## src/leaf_pkg.sv

```systemverilog
package leaf_pkg;

    localparam int PACKET_BITS = 49;
    localparam int PAYLOAD_BITS = 32;
    localparam int NUM_LEAF_BITS = 5;
    localparam int NUM_PORT_BITS = 4;
    localparam int NUM_ADDR_BITS = 7;

    // Data ports are numbered 1 to NUM_PORTS and array index i holds port i+1.
    localparam int NUM_PORTS = 3;
    localparam int PORT_IDX_BITS = $clog2(NUM_PORTS);

    localparam logic [NUM_LEAF_BITS-1:0] LEAF_ID = 5'd6;
    localparam logic [NUM_PORT_BITS-1:0] CFG_PORT = 4'd0;

    typedef logic [PAYLOAD_BITS-1:0] word_t;

    typedef struct packed {
        logic                     valid;
        logic [NUM_LEAF_BITS-1:0] dest_leaf;
        logic [NUM_PORT_BITS-1:0] dest_port;
        logic [NUM_ADDR_BITS-1:0] addr;
        word_t                    payload;
    } packet_t;

    typedef struct packed {
        logic [NUM_LEAF_BITS-1:0] dest_leaf;
        logic [NUM_PORT_BITS-1:0] dest_port;
    } route_t;

    typedef enum logic {
        SLOT_IDLE,
        SLOT_BUSY
    } slot_state_t;

endpackage

```

## src/leaf_rx_router.sv

```systemverilog
module leaf_rx_router (
    input  logic                                         clk,
    input  logic                                         arst_n,
    input  leaf_pkg::packet_t                            din_leaf_bft2interface,
    input  logic                                         ap_start,
    input  logic [leaf_pkg::NUM_PORTS-1:0]               ack_user2interface,
    output leaf_pkg::word_t  [leaf_pkg::NUM_PORTS-1:0]   dout_leaf_interface2user,
    output logic [leaf_pkg::NUM_PORTS-1:0]               vld_interface2user,
    output leaf_pkg::route_t [leaf_pkg::NUM_PORTS-1:0]   route,
    output logic                                         run
);
    import leaf_pkg::*;

    logic                 for_me;
    logic [NUM_PORTS-1:0] data_hit;
    logic [NUM_PORTS-1:0] data_load;
    logic [NUM_PORTS-1:0] cfg_load;
    logic [NUM_PORTS-1:0] full_q;
    word_t [NUM_PORTS-1:0] word_q;

    assign for_me = din_leaf_bft2interface.valid &&
                    (din_leaf_bft2interface.dest_leaf == LEAF_ID);

    always_comb begin
        for (int i = 0; i < NUM_PORTS; i++) begin
            data_hit[i] = for_me &&
                          (din_leaf_bft2interface.dest_port == NUM_PORT_BITS'(i + 1));
            // A slot that is acked at this edge can take the next word at once.
            data_load[i] = data_hit[i] && (!full_q[i] || ack_user2interface[i]);
            cfg_load[i] = for_me && (din_leaf_bft2interface.dest_port == CFG_PORT) &&
                          (din_leaf_bft2interface.addr == NUM_ADDR_BITS'(i + 1));
        end
    end

    always_ff @(posedge clk or negedge arst_n) begin
        if (!arst_n) begin
            full_q <= '0;
            route  <= '0;
            run    <= 1'b0;
        end else begin
            if (ap_start) begin
                run <= 1'b1;
            end
            for (int i = 0; i < NUM_PORTS; i++) begin
                if (data_load[i]) begin
                    full_q[i] <= 1'b1;
                end else if (ack_user2interface[i]) begin
                    full_q[i] <= 1'b0;
                end
                if (cfg_load[i]) begin
                    route[i] <= route_t'(din_leaf_bft2interface.payload[$bits(route_t)-1:0]);
                end
            end
        end
    end

    always_ff @(posedge clk) begin
        for (int i = 0; i < NUM_PORTS; i++) begin
            if (data_load[i]) begin
                word_q[i] <= din_leaf_bft2interface.payload;
            end
        end
    end

    assign dout_leaf_interface2user = word_q;
    assign vld_interface2user = full_q;

    // The kernel must have drained a port before the network sends it another word.
    assert property (@(posedge clk) disable iff (!arst_n)
        (data_hit & full_q & ~ack_user2interface) == '0)
        else $error("data packet arrived at a full slot");

endmodule

```

## src/user_kernel.sv

```systemverilog
module user_kernel (
    input  logic                                       clk,
    input  logic                                       arst_n,
    input  logic                                       run,
    input  leaf_pkg::word_t [leaf_pkg::NUM_PORTS-1:0]  dout_leaf_interface2user,
    input  logic [leaf_pkg::NUM_PORTS-1:0]             vld_interface2user,
    input  logic [leaf_pkg::NUM_PORTS-1:0]             ack_interface2user,
    output logic [leaf_pkg::NUM_PORTS-1:0]             ack_user2interface,
    output leaf_pkg::word_t [leaf_pkg::NUM_PORTS-1:0]  din_leaf_user2interface,
    output logic [leaf_pkg::NUM_PORTS-1:0]             vld_user2interface
);
    import leaf_pkg::*;

    slot_state_t [NUM_PORTS-1:0] state_q;
    word_t       [NUM_PORTS-1:0] sum_q;
    word_t       [NUM_PORTS-1:0] sum_next;
    logic        [NUM_PORTS-1:0] take;

    always_comb begin
        for (int i = 0; i < NUM_PORTS; i++) begin
            take[i] = run && vld_interface2user[i] && (state_q[i] == SLOT_IDLE);
            // Wraps modulo 2**32.
            sum_next[i] = sum_q[i] + dout_leaf_interface2user[i];
            vld_user2interface[i] = (state_q[i] == SLOT_BUSY);
        end
    end

    always_ff @(posedge clk or negedge arst_n) begin
        if (!arst_n) begin
            state_q            <= {NUM_PORTS{SLOT_IDLE}};
            sum_q              <= '0;
            ack_user2interface <= '0;
        end else begin
            ack_user2interface <= take;
            for (int i = 0; i < NUM_PORTS; i++) begin
                case (state_q[i])
                    SLOT_IDLE: begin
                        if (take[i]) begin
                            sum_q[i]   <= sum_next[i];
                            state_q[i] <= SLOT_BUSY;
                        end
                    end
                    SLOT_BUSY: begin
                        if (ack_interface2user[i]) begin
                            state_q[i] <= SLOT_IDLE;
                        end
                    end
                    default: state_q[i] <= SLOT_IDLE;
                endcase
            end
        end
    end

    always_ff @(posedge clk) begin
        for (int i = 0; i < NUM_PORTS; i++) begin
            if (take[i]) begin
                din_leaf_user2interface[i] <= sum_next[i];
            end
        end
    end

    // The router keeps its word valid until it sees this ack.
    assert property (@(posedge clk) disable iff (!arst_n)
        (ack_user2interface & ~vld_interface2user) == '0)
        else $error("kernel ack without a valid input word");

endmodule

```

## src/leaf_tx_port.sv

```systemverilog
module leaf_tx_port #(
    parameter int PORT_ID = 1
) (
    input  logic              clk,
    input  logic              arst_n,
    input  leaf_pkg::word_t   din,
    input  logic              vld,
    input  leaf_pkg::route_t  route,
    input  logic              grant,
    output logic              ack,
    output logic              req,
    output leaf_pkg::packet_t pkt
);
    import leaf_pkg::*;

    logic   full_q;
    logic   load;
    route_t route_q;
    word_t  payload_q;

    assign load = vld && !full_q;

    always_ff @(posedge clk or negedge arst_n) begin
        if (!arst_n) begin
            full_q <= 1'b0;
            ack    <= 1'b0;
        end else begin
            ack <= load;
            if (load) begin
                full_q <= 1'b1;
            end else if (grant) begin
                full_q <= 1'b0;
            end
        end
    end

    // The route is sampled with the result so a later config write leaves it alone.
    always_ff @(posedge clk) begin
        if (load) begin
            route_q   <= route;
            payload_q <= din;
        end
    end

    assign req = full_q;
    assign pkt = '{valid:     full_q,
                   dest_leaf: route_q.dest_leaf,
                   dest_port: route_q.dest_port,
                   addr:      NUM_ADDR_BITS'(PORT_ID),
                   payload:   payload_q};

endmodule

```

## src/leaf_tx_arbiter.sv

```systemverilog
module leaf_tx_arbiter (
    input  logic                                         clk,
    input  logic                                         arst_n,
    input  logic [leaf_pkg::NUM_PORTS-1:0]               req,
    input  leaf_pkg::packet_t [leaf_pkg::NUM_PORTS-1:0]  pkt,
    input  logic                                         resend,
    output logic [leaf_pkg::NUM_PORTS-1:0]               grant,
    output leaf_pkg::packet_t                            dout_leaf_interface2bft
);
    import leaf_pkg::*;

    logic [PORT_IDX_BITS-1:0] last_q;
    logic [PORT_IDX_BITS-1:0] pick;
    logic                     found;
    logic [PACKET_BITS-1:0]   link_q;

    // Search starts at the port after the last winner.
    always_comb begin
        int idx;
        pick  = last_q;
        found = 1'b0;
        for (int off = 1; off <= NUM_PORTS; off++) begin
            idx = (int'(last_q) + off) % NUM_PORTS;
            if (!found && req[idx]) begin
                found = 1'b1;
                pick  = PORT_IDX_BITS'(idx);
            end
        end
        grant = '0;
        if (found && !resend) begin
            grant[pick] = 1'b1;
        end
    end

    always_ff @(posedge clk or negedge arst_n) begin
        if (!arst_n) begin
            last_q <= PORT_IDX_BITS'(NUM_PORTS - 1);
            link_q <= '0;
        end else if (|grant) begin
            last_q <= pick;
            link_q <= pkt[pick];
        end else begin
            link_q <= '0;
        end
    end

    // Link reads zero for as long as the network asks for a resend.
    assign dout_leaf_interface2bft = resend ? '0 : packet_t'(link_q);

    // A tx port keeps its packet until the arbiter grants it.
    assert property (@(posedge clk) disable iff (!arst_n)
        ($past(req & ~grant) & ~req) == '0)
        else $error("tx port dropped its request before a grant");

endmodule

```

## src/leaf_top.sv

```systemverilog
module leaf_top (
    input  logic              clk,
    input  logic              arst_n,
    input  leaf_pkg::packet_t din_leaf_bft2interface,
    output leaf_pkg::packet_t dout_leaf_interface2bft,
    input  logic              resend,
    input  logic              ap_start
);
    import leaf_pkg::*;

    word_t   [NUM_PORTS-1:0] dout_leaf_interface2user;
    logic    [NUM_PORTS-1:0] vld_interface2user;
    logic    [NUM_PORTS-1:0] ack_user2interface;
    word_t   [NUM_PORTS-1:0] din_leaf_user2interface;
    logic    [NUM_PORTS-1:0] vld_user2interface;
    logic    [NUM_PORTS-1:0] ack_interface2user;
    route_t  [NUM_PORTS-1:0] route;
    logic    [NUM_PORTS-1:0] req;
    logic    [NUM_PORTS-1:0] grant;
    packet_t [NUM_PORTS-1:0] pkt;
    logic                    run;

    leaf_rx_router u_rx_router (
        .clk                      (clk),
        .arst_n                   (arst_n),
        .din_leaf_bft2interface   (din_leaf_bft2interface),
        .ap_start                 (ap_start),
        .ack_user2interface       (ack_user2interface),
        .dout_leaf_interface2user (dout_leaf_interface2user),
        .vld_interface2user       (vld_interface2user),
        .route                    (route),
        .run                      (run)
    );

    user_kernel u_user_kernel (
        .clk                      (clk),
        .arst_n                   (arst_n),
        .run                      (run),
        .dout_leaf_interface2user (dout_leaf_interface2user),
        .vld_interface2user       (vld_interface2user),
        .ack_interface2user       (ack_interface2user),
        .ack_user2interface       (ack_user2interface),
        .din_leaf_user2interface  (din_leaf_user2interface),
        .vld_user2interface       (vld_user2interface)
    );

    for (genvar i = 0; i < NUM_PORTS; i++) begin : g_tx
        leaf_tx_port #(
            .PORT_ID (i + 1)
        ) u_tx_port (
            .clk    (clk),
            .arst_n (arst_n),
            .din    (din_leaf_user2interface[i]),
            .vld    (vld_user2interface[i]),
            .route  (route[i]),
            .grant  (grant[i]),
            .ack    (ack_interface2user[i]),
            .req    (req[i]),
            .pkt    (pkt[i])
        );
    end

    leaf_tx_arbiter u_tx_arbiter (
        .clk                     (clk),
        .arst_n                  (arst_n),
        .req                     (req),
        .pkt                     (pkt),
        .resend                  (resend),
        .grant                   (grant),
        .dout_leaf_interface2bft (dout_leaf_interface2bft)
    );

endmodule

```

## config.mk

```make
export PLATFORM = sky130hd
export DESIGN_NAME = leaf_top
export DESIGN_NICKNAME = d
export VERILOG_FILES = /design/src/leaf_pkg.sv /design/src/leaf_rx_router.sv /design/src/user_kernel.sv /design/src/leaf_tx_port.sv /design/src/leaf_tx_arbiter.sv /design/src/leaf_top.sv
export SDC_FILE = /design/constraint.sdc
export NUM_CORES = 1
export LEC_CHECK = 0
export ABC_AREA = 1
export BUFFER_PORTS_ARGS = -buffer_cell sky130_fd_sc_hd__buf_2
export CORE_ASPECT_RATIO = 0.5
export CORE_MARGIN = 4
export CORE_UTILIZATION = 33
export DETAILED_ROUTE_END_ITERATION = 10
export PLACE_DENSITY = 0.48
export SYNTH_ARGS = -nofsm -noshare
export SYNTH_HDL_FRONTEND = slang
export SYNTH_HIERARCHICAL = 1
export SYNTH_SLANG_ARGS = --single-unit
```

## constraint.sdc

```tcl
create_clock -name clk -period 3.5 [get_ports clk]
set_input_delay 0.175 -clock clk [delete_from_list [all_inputs] [get_ports clk]]
set_output_delay 0.175 -clock clk [all_outputs]
set_load 0.02 [all_outputs]
```

# Yosys cells after proc, flatten, opt, wreduce, memory -nomap -nowiden
# Index checks and enable logic that the tools add are counted.
# classes
n_addsub	6
bitwise_logic	3
order_cmp	5
n_mux	43
div_mod_pow	3
n_reduce_logical	47
eq_ne	7
# op_table
operator	n
49-bit two-way mux	3
49-bit binary-select mux with 2-bit select	1
32-bit adder	3
32-bit by 4-bit less-than comparator with 1-bit output, second input constant	3
32-bit by 3-bit modulo with 32-bit output, second input constant	3
1-bit two-way mux	28
1-bit logical AND	24
7-bit by 2-bit == test with 1-bit output, second input constant	2
2-bit nonzero test	6
1-bit zero test	9
4-bit by 2-bit == test with 1-bit output, second input constant	2
7-bit by 1-bit == test with 1-bit output, second input constant	1
2-bit by 2-bit adder with 3-bit output, second input constant	2
1-bit binary-select mux with 2-bit select	3
2-bit two-way mux	3
1-bit case mux with 2 select lines	3
2-bit AND reduction	3
5-bit by 3-bit == test with 1-bit output, second input constant	1
4-bit by 1-bit == test with 1-bit output, second input constant	1
4-bit zero test	1
2-bit by 1-bit adder with 3-bit output, second input constant	1
1-bit logical OR	3
2-bit by 3-bit less-than comparator with 1-bit output, second input constant	1
3-bit two-way mux	1
other kinds (4)	6
# word_totals
input_bits	53
register_bits	505
wordCells	154

# Logic depth before layout (Yosys ltp)
# depth
ltp_word	19
depth_mapped	17
depth_no_buf	16

# By module
# The synthesis kept the hierarchy.
# by_module_without_submodules
mod	cells_each	seq_area_each_um2	instances	area_per_inst_um2
user_kernel	2011	5435.2	1	13985.9
leaf_rx_router	255	3658.5	1	4282.9
leaf_tx_port	59	1281.2	3	1376.3
leaf_tx_arbiter	547	1277.5	1	3592.2

# Worst setup path after synthesis
# Ideal clock, no wire load.
# synth_timing
kind	input port to flip-flop
from	input din_leaf_bft2interface[43] (netlist name)
to	register u_rx_router.word_q, in the netlist u_rx_router/dout_leaf_interface2user[32] (enable)
t_required_ps	3039
setup_slack_ps	329
arrival_ps	2710
setup_time_ps	461
stages	3
path_cell_list	nor2_2 -> nand4_1 -> nor3_1
# synth_via
elab_chain_cells	4
# synth_lines
element	line_no	source
from (decl)	leaf_top.sv:4	input leaf_pkg::packet_t din_leaf_bft2interface,
5-bit by 3-bit == test with 1-bit output	leaf_rx_router.sv:22	(din_leaf_bft2interface.dest_leaf == LEAF_ID);
1-bit logical AND	leaf_rx_router.sv:21	assign for_me = din_leaf_bft2interface.valid &&
1-bit logical AND	leaf_rx_router.sv:26	data_hit[i] = for_me &&
1-bit logical AND	leaf_rx_router.sv:29	data_load[i] = data_hit[i] && (!full_q[i] || ack_user2interface[i]);
named net u_rx_router.data_load[1]	leaf_rx_router.sv:16	logic [NUM_PORTS-1:0] data_load;
to (signal, indexed assignment)	leaf_rx_router.sv:60	word_q[i] <= din_leaf_bft2interface.payload;
to (decl)	leaf_rx_router.sv:19	word_t [NUM_PORTS-1:0] word_q;
# The timed path passes the listed nets, and every way through them passes these cells.
# A chain may end at the register's enable or synchronous reset.

# Final worst setup path
# layout_timing
from	register u_tx_arbiter.last_q[0]
to	register u_tx_arbiter.link_q[22]
# layout_via
elab_chain_cells	19
word_cells_on_any_way	36
cone_classes	add/sub: 3; div: 3; order compare: 2; mux: 21; reduce/logical: 7
# layout_lines
element	line_no	source
from (decl)	leaf_tx_arbiter.sv:12	logic [PORT_IDX_BITS-1:0] last_q;
from (signal assigned)	leaf_tx_arbiter.sv:37	last_q <= PORT_IDX_BITS'(NUM_PORTS - 1);
from (signal assigned)	leaf_tx_arbiter.sv:40	last_q <= pick;
2-bit by 1-bit adder with 3-bit output	leaf_tx_arbiter.sv:23	idx = (int'(last_q) + off) % NUM_PORTS;
32-bit by 3-bit modulo with 32-bit output	leaf_tx_arbiter.sv:23	
1-bit binary-select mux with 2-bit select	leaf_tx_arbiter.sv:24	if (!found && req[idx]) begin
1-bit two-way mux (not written as such) (2 in series)	leaf_tx_arbiter.sv:24	
1-bit two-way mux	leaf_tx_arbiter.sv:24	
1-bit zero test	leaf_tx_arbiter.sv:24	
1-bit logical AND	leaf_tx_arbiter.sv:24	
1-bit two-way mux	leaf_tx_arbiter.sv:24	
[2 not listed]	--	
2-bit two-way mux	leaf_tx_arbiter.sv:24	
2-bit by 3-bit less-than comparator with 1-bit output (not written as such) or 2-bit by 1-bit >= comparator with 1-bit output (tied branches)	leaf_tx_arbiter.sv:31	grant[pick] = 1'b1;
1-bit logical AND (not written as such)	leaf_tx_arbiter.sv:31	
1-bit two-way mux (not written as such)	leaf_tx_arbiter.sv:31	
1-bit demux with 2-bit select	--	
3-bit two-way mux	leaf_tx_arbiter.sv:30	if (found && !resend) begin
3-bit OR reduction	leaf_tx_arbiter.sv:39	end else if (|grant) begin
49-bit two-way mux *	leaf_tx_arbiter.sv:39	
to (signal assigned)	leaf_tx_arbiter.sv:41	link_q <= pkt[pick];
to (decl)	leaf_tx_arbiter.sv:15	logic [PACKET_BITS-1:0] link_q;
# Every way passes the cells marked *; elsewhere a longest branch is shown, timed or not. The select of a mux whose other input is x is not followed.

==> reports/metrics.cfg <==
[status]
status = finished, final reports clean

[global_routing]
grt-ovfl-total = 0
grt_usage_pct = 18.21
grt_max_degree = 81
antenna_found_initial = 10
grt_pass1_vias = 18750
grt_pass1_wl_um = 113900

[die]
fp.coreArea_mm2 = 0.07765
dieWidth_um = 404.9
row_count = 72
start_util_pct = 33.47
io_pins = 102
die_y_um = 206.4
dieArea_mm2 = 0.08358

[pwr]
p_int_mw = 15.61
total_power_mw = 27.70
swShare_pct = 43.65
power_frac_comb_pct = 46.6
p_per_area_mw_per_mm2 = 928.3
power_frac_seq_pct = 32.2
switching_power_mw = 12.09
ir_worst_vdd_mv = 0.8506
p_leak_nw = 14.55
clockPowerShare_pct = 21.3

[setup_path]
required_ps = 4030
reg2reg_to = u_tx_arbiter/link_q[22]
worstRegToRegCells = 14
worstSetupPathType = flop to flop
reg2reg_from = u_tx_arbiter/last_q[0]
crit_start = u_tx_arbiter/last_q[0]
crit_path_end = u_tx_arbiter/link_q[22]
crit_path_end_kind = flop
cp.arrival_ps = 3220
start_kind = flop
cp_max_fo = 31
r2r_slack_ps = 800

[sta]
drv_slew = 0
setup-tns-final_ps = 0
finClkSkew_ps = 18.76
period_minus_slack_ps = 2699
setup_violations = 0
fmax_mhz = 370.5
final_hold_viol_count = 0
worst_pin_slew_ps = 846.0
rsz0062_at_grt = false
fin_crit_sh_pct = 77.11
slew_headroom_pct = 43.46

[hold_path]
hp-class = primary input to flop

[clock_network]
clockRootBuffer = clkbuf_16
cts_sinks = 505
postCtsSetupRepairBufs = 0
cts_hold_buf = 42
clockBufferDepth = 3
h-tree-depth = 2
path_clk_slew_ps = 70
cts_buffers = 50
cts_resized = 0
insertion_delay_ps = 610
cts_tree = done

[logic_synthesis]
synth_top_area_share_pct = 36.40
synth-simple-area-share_pct = 27.52
synth-adder-area-share_pct = 4.901
synth_cell_types = 40
synth_area_per_cell_um2 = 8.692
syn_area_mm2 = 0.02599
yosys.area_share.xor_xnor_pct = 1.878
synthCells = 2990
synth_top_family_by_area = simple AND/OR/NAND/NOR gates
ys_seq_area_share_pct = 54.69
synth.area.mux_share_pct = 0
synth_area_leaders = edfxtp_1, dfrtp_1, nand2_1
synth_top_area_cell = edfxtp_1
synth-compound-area-share_pct = 2.734
synth-seq-cells = 505
ys_warn_count = 6

[drt]
ant_nets = 0
wl_per_cell_um = 17.88
drc = 0
dr.pass1.iters = 6
first_iter_violations = 1348
vias_per_cell = 4.575
drt_wl_total_um = 75470
vias = 19310

[placement]
io_buffers = 101
placed_area_mm2 = 0.02764
place_congestion = 0.9166
dp_hpwl_um = 56620

[finish]
drive_gt1_share_pct = 9.899
area_growth_pct = 14.82
nNetsFinal = 3293
final_area_mm2 = 0.02984
fill_cells = 7899

[flow_run]
cap_violations = 0

[state kept, by name, summed over array words and instances (netlist names)]
register                               cells
u_user_kernel/sum_q                       96
u_tx_arbiter/last_q                        2
u_rx_router/run                            1
u_rx_router/route                         27
g_tx.u_tx_port/ack                         3
g_tx.u_tx_port/pkt                        27
g_tx.u_tx_port/payload_q                  96
u_user_kernel/din_leaf_user2interface     96
u_tx_arbiter/link_q                       49
u_rx_router/vld_interface2user             3
u_user_kernel/ack_user2interface           3
u_rx_router/dout_leaf_interface2user      96
g_tx.u_tx_port/req                         3
u_user_kernel/vld_user2interface           3
[layer usage]
layer | part of all wire, % | GRT usage, % | wire length, um
met4 | 2.8 | 5.510 | 2123
met1 | 51 | 28.31 | 38610
met3 | 5.5 | 2.396 | 4180
met2 | 40 | 26.10 | 30550
met5 | 0 | 0 | 0
[worst max-delay path, cell delays in order (launching register included)]
cell	delay, ps
dfrtp_1	400
inv_1	90
ha_1	400
inv_2	130
nand2_2	70
nand3_1	70
nand2_1	90
nand2_1	150
o21ai_1	80
nor2_1	170
nor2_4	50
inv_2	450
buf_12	240
nand2_1	70
a21oi_1	140
[metrics by stage]
stage               hold slack, ps  cells  utilization [%]  setup WS, ps
floorplan                   -120.6   3005                -         328.6
global placement             279.5   4082            35.59         829.8
detailed placement           278.8   4082            35.59         803.5
CTS                          1.493   4218            38.42         776.3
global route                 30.61   4218            38.42         502.3
finish                       33.67   4221            38.43         801.0
[synthesized netlist by cell type]
| library cell | instances |
|---|---|
| nand2_2 | 31 |
| buf_2 | 15 |
| buf_4 | 33 |
| o21ai_1 | 4 |
| or2_2 | 1 |
| clkinv_1 | 1 |
| nor3_2 | 4 |
| conb_1 | 6 |
| inv_1 | 418 |
| nand3_1 | 229 |
| xor2_1 | 33 |
| clkbuf_1 | 22 |
| nand2_4 | 3 |
| a21o_1 | 3 |
| nor3_4 | 1 |
| ha_1 | 97 |
| o21bai_1 | 6 |
| nand4_1 | 4 |
| a21oi_1 | 101 |
| o22ai_1 | 2 |
| a21oi_2 | 8 |
| inv_2 | 7 |
| dfstp_2 | 1 |
| nor2_4 | 7 |
| nand3_2 | 20 |
| nor2_1 | 177 |
| or2_1 | 2 |
| dfrtp_1 | 189 |
| buf_6 | 8 |
| nand3b_1 | 15 |
| nor2_2 | 6 |
| nand2_1 | 1131 |
| nor3_1 | 9 |
| and2_1 | 47 |
| xor2_2 | 9 |
| edfxtp_1 | 315 |
| o21ai_0 | 7 |
| fa_1 | 3 |
| buf_1 | 9 |
| xnor2_1 | 6 |
[power by group through the flow]
stage               Sequential (mW)  Combinational [mW]  Clock, mW
detailed placement             9.01                12.8          0
CTS                            8.90                12.9       6.06
floorplan                      8.60                9.85          0
finish                         8.91                12.9       5.89
global route                   9.01                14.7       6.30
global placement               9.01                12.8          0
[cells by family (layout without fill, tap and decap cells)]
logic type	after synthesis	after routing
compound gates	131	131
xor+xnor	48	48
simple gates	1687	1687
buf+inv	513	690
other cells	6	24
fa+ha+maj	100	100
flops	505	505
[final cells by class]
type	count	area, um^2	share of cell area, %
Sequential cell	505	14210	47.63
Inverter	426	1599	5.358
Antenna cell	3	7.507	0.02516
Tap cell	1036	1296	4.344
Clock inverter	34	449.2	1.505
Clock buffer	60	1329	4.453
Multi-Input combinational cell	1987	9734	32.62
Timing Repair Buffer	170	1212	4.063
[layout by cell type (no fill, tap or decap), types with 8 or more instances in the layout]
| cell | synthesis | final |
|---|---|---|
| a21oi_1 | 101 | 101 |
| a21oi_2 | 8 | 8 |
| and2_1 | 47 | 47 |
| buf_2 | 15 | 100 |
| buf_4 | 33 | 21 |
| bufinv_16 | 0 | 10 |
| clkbuf_16 | 0 | 50 |
| clkinv_1 | 1 | 8 |
| clkinv_2 | 0 | 8 |
| conb_1 | 6 | 21 |
| dfrtp_1 | 189 | 189 |
| dlygate4sd3_1 | 0 | 42 |
| edfxtp_1 | 315 | 315 |
| ha_1 | 97 | 97 |
| inv_1 | 418 | 415 |
| inv_2 | 7 | 10 |
| nand2_1 | 1131 | 1130 |
| nand2_2 | 31 | 31 |
| nand3_1 | 229 | 229 |
| nand3_2 | 20 | 20 |
| nand3b_1 | 15 | 15 |
| nor2_1 | 177 | 176 |
| xor2_1 | 33 | 33 |
| xor2_2 | 9 | 9 |
[how the worst min path moves through the flow]
| stage | to | startpoint | slack (ps) | cells after the start |
|---|---|---|---|---|
| 2_1_floorplan | g_tx[0].u_tx_port/ack | arst_n | -120 | 0 |
| 3_3_place_gp | u_user_kernel/sum_q[32] | arst_n | 280 | 1 |
| 3_5_place_dp | u_user_kernel/sum_q[32] | arst_n | 280 | 1 |
| 4_1_cts | u_rx_router/route[25] | din_leaf_bft2interface[33] | 1 | 5 |
| 5_1_grt | u_rx_router/route[25] | din_leaf_bft2interface[33] | 30 | 5 |
| 6_report | u_rx_router/route[25] | din_leaf_bft2interface[33] | 30 | 5 |
Note: power is estimated with default switching activity, not from simulation.
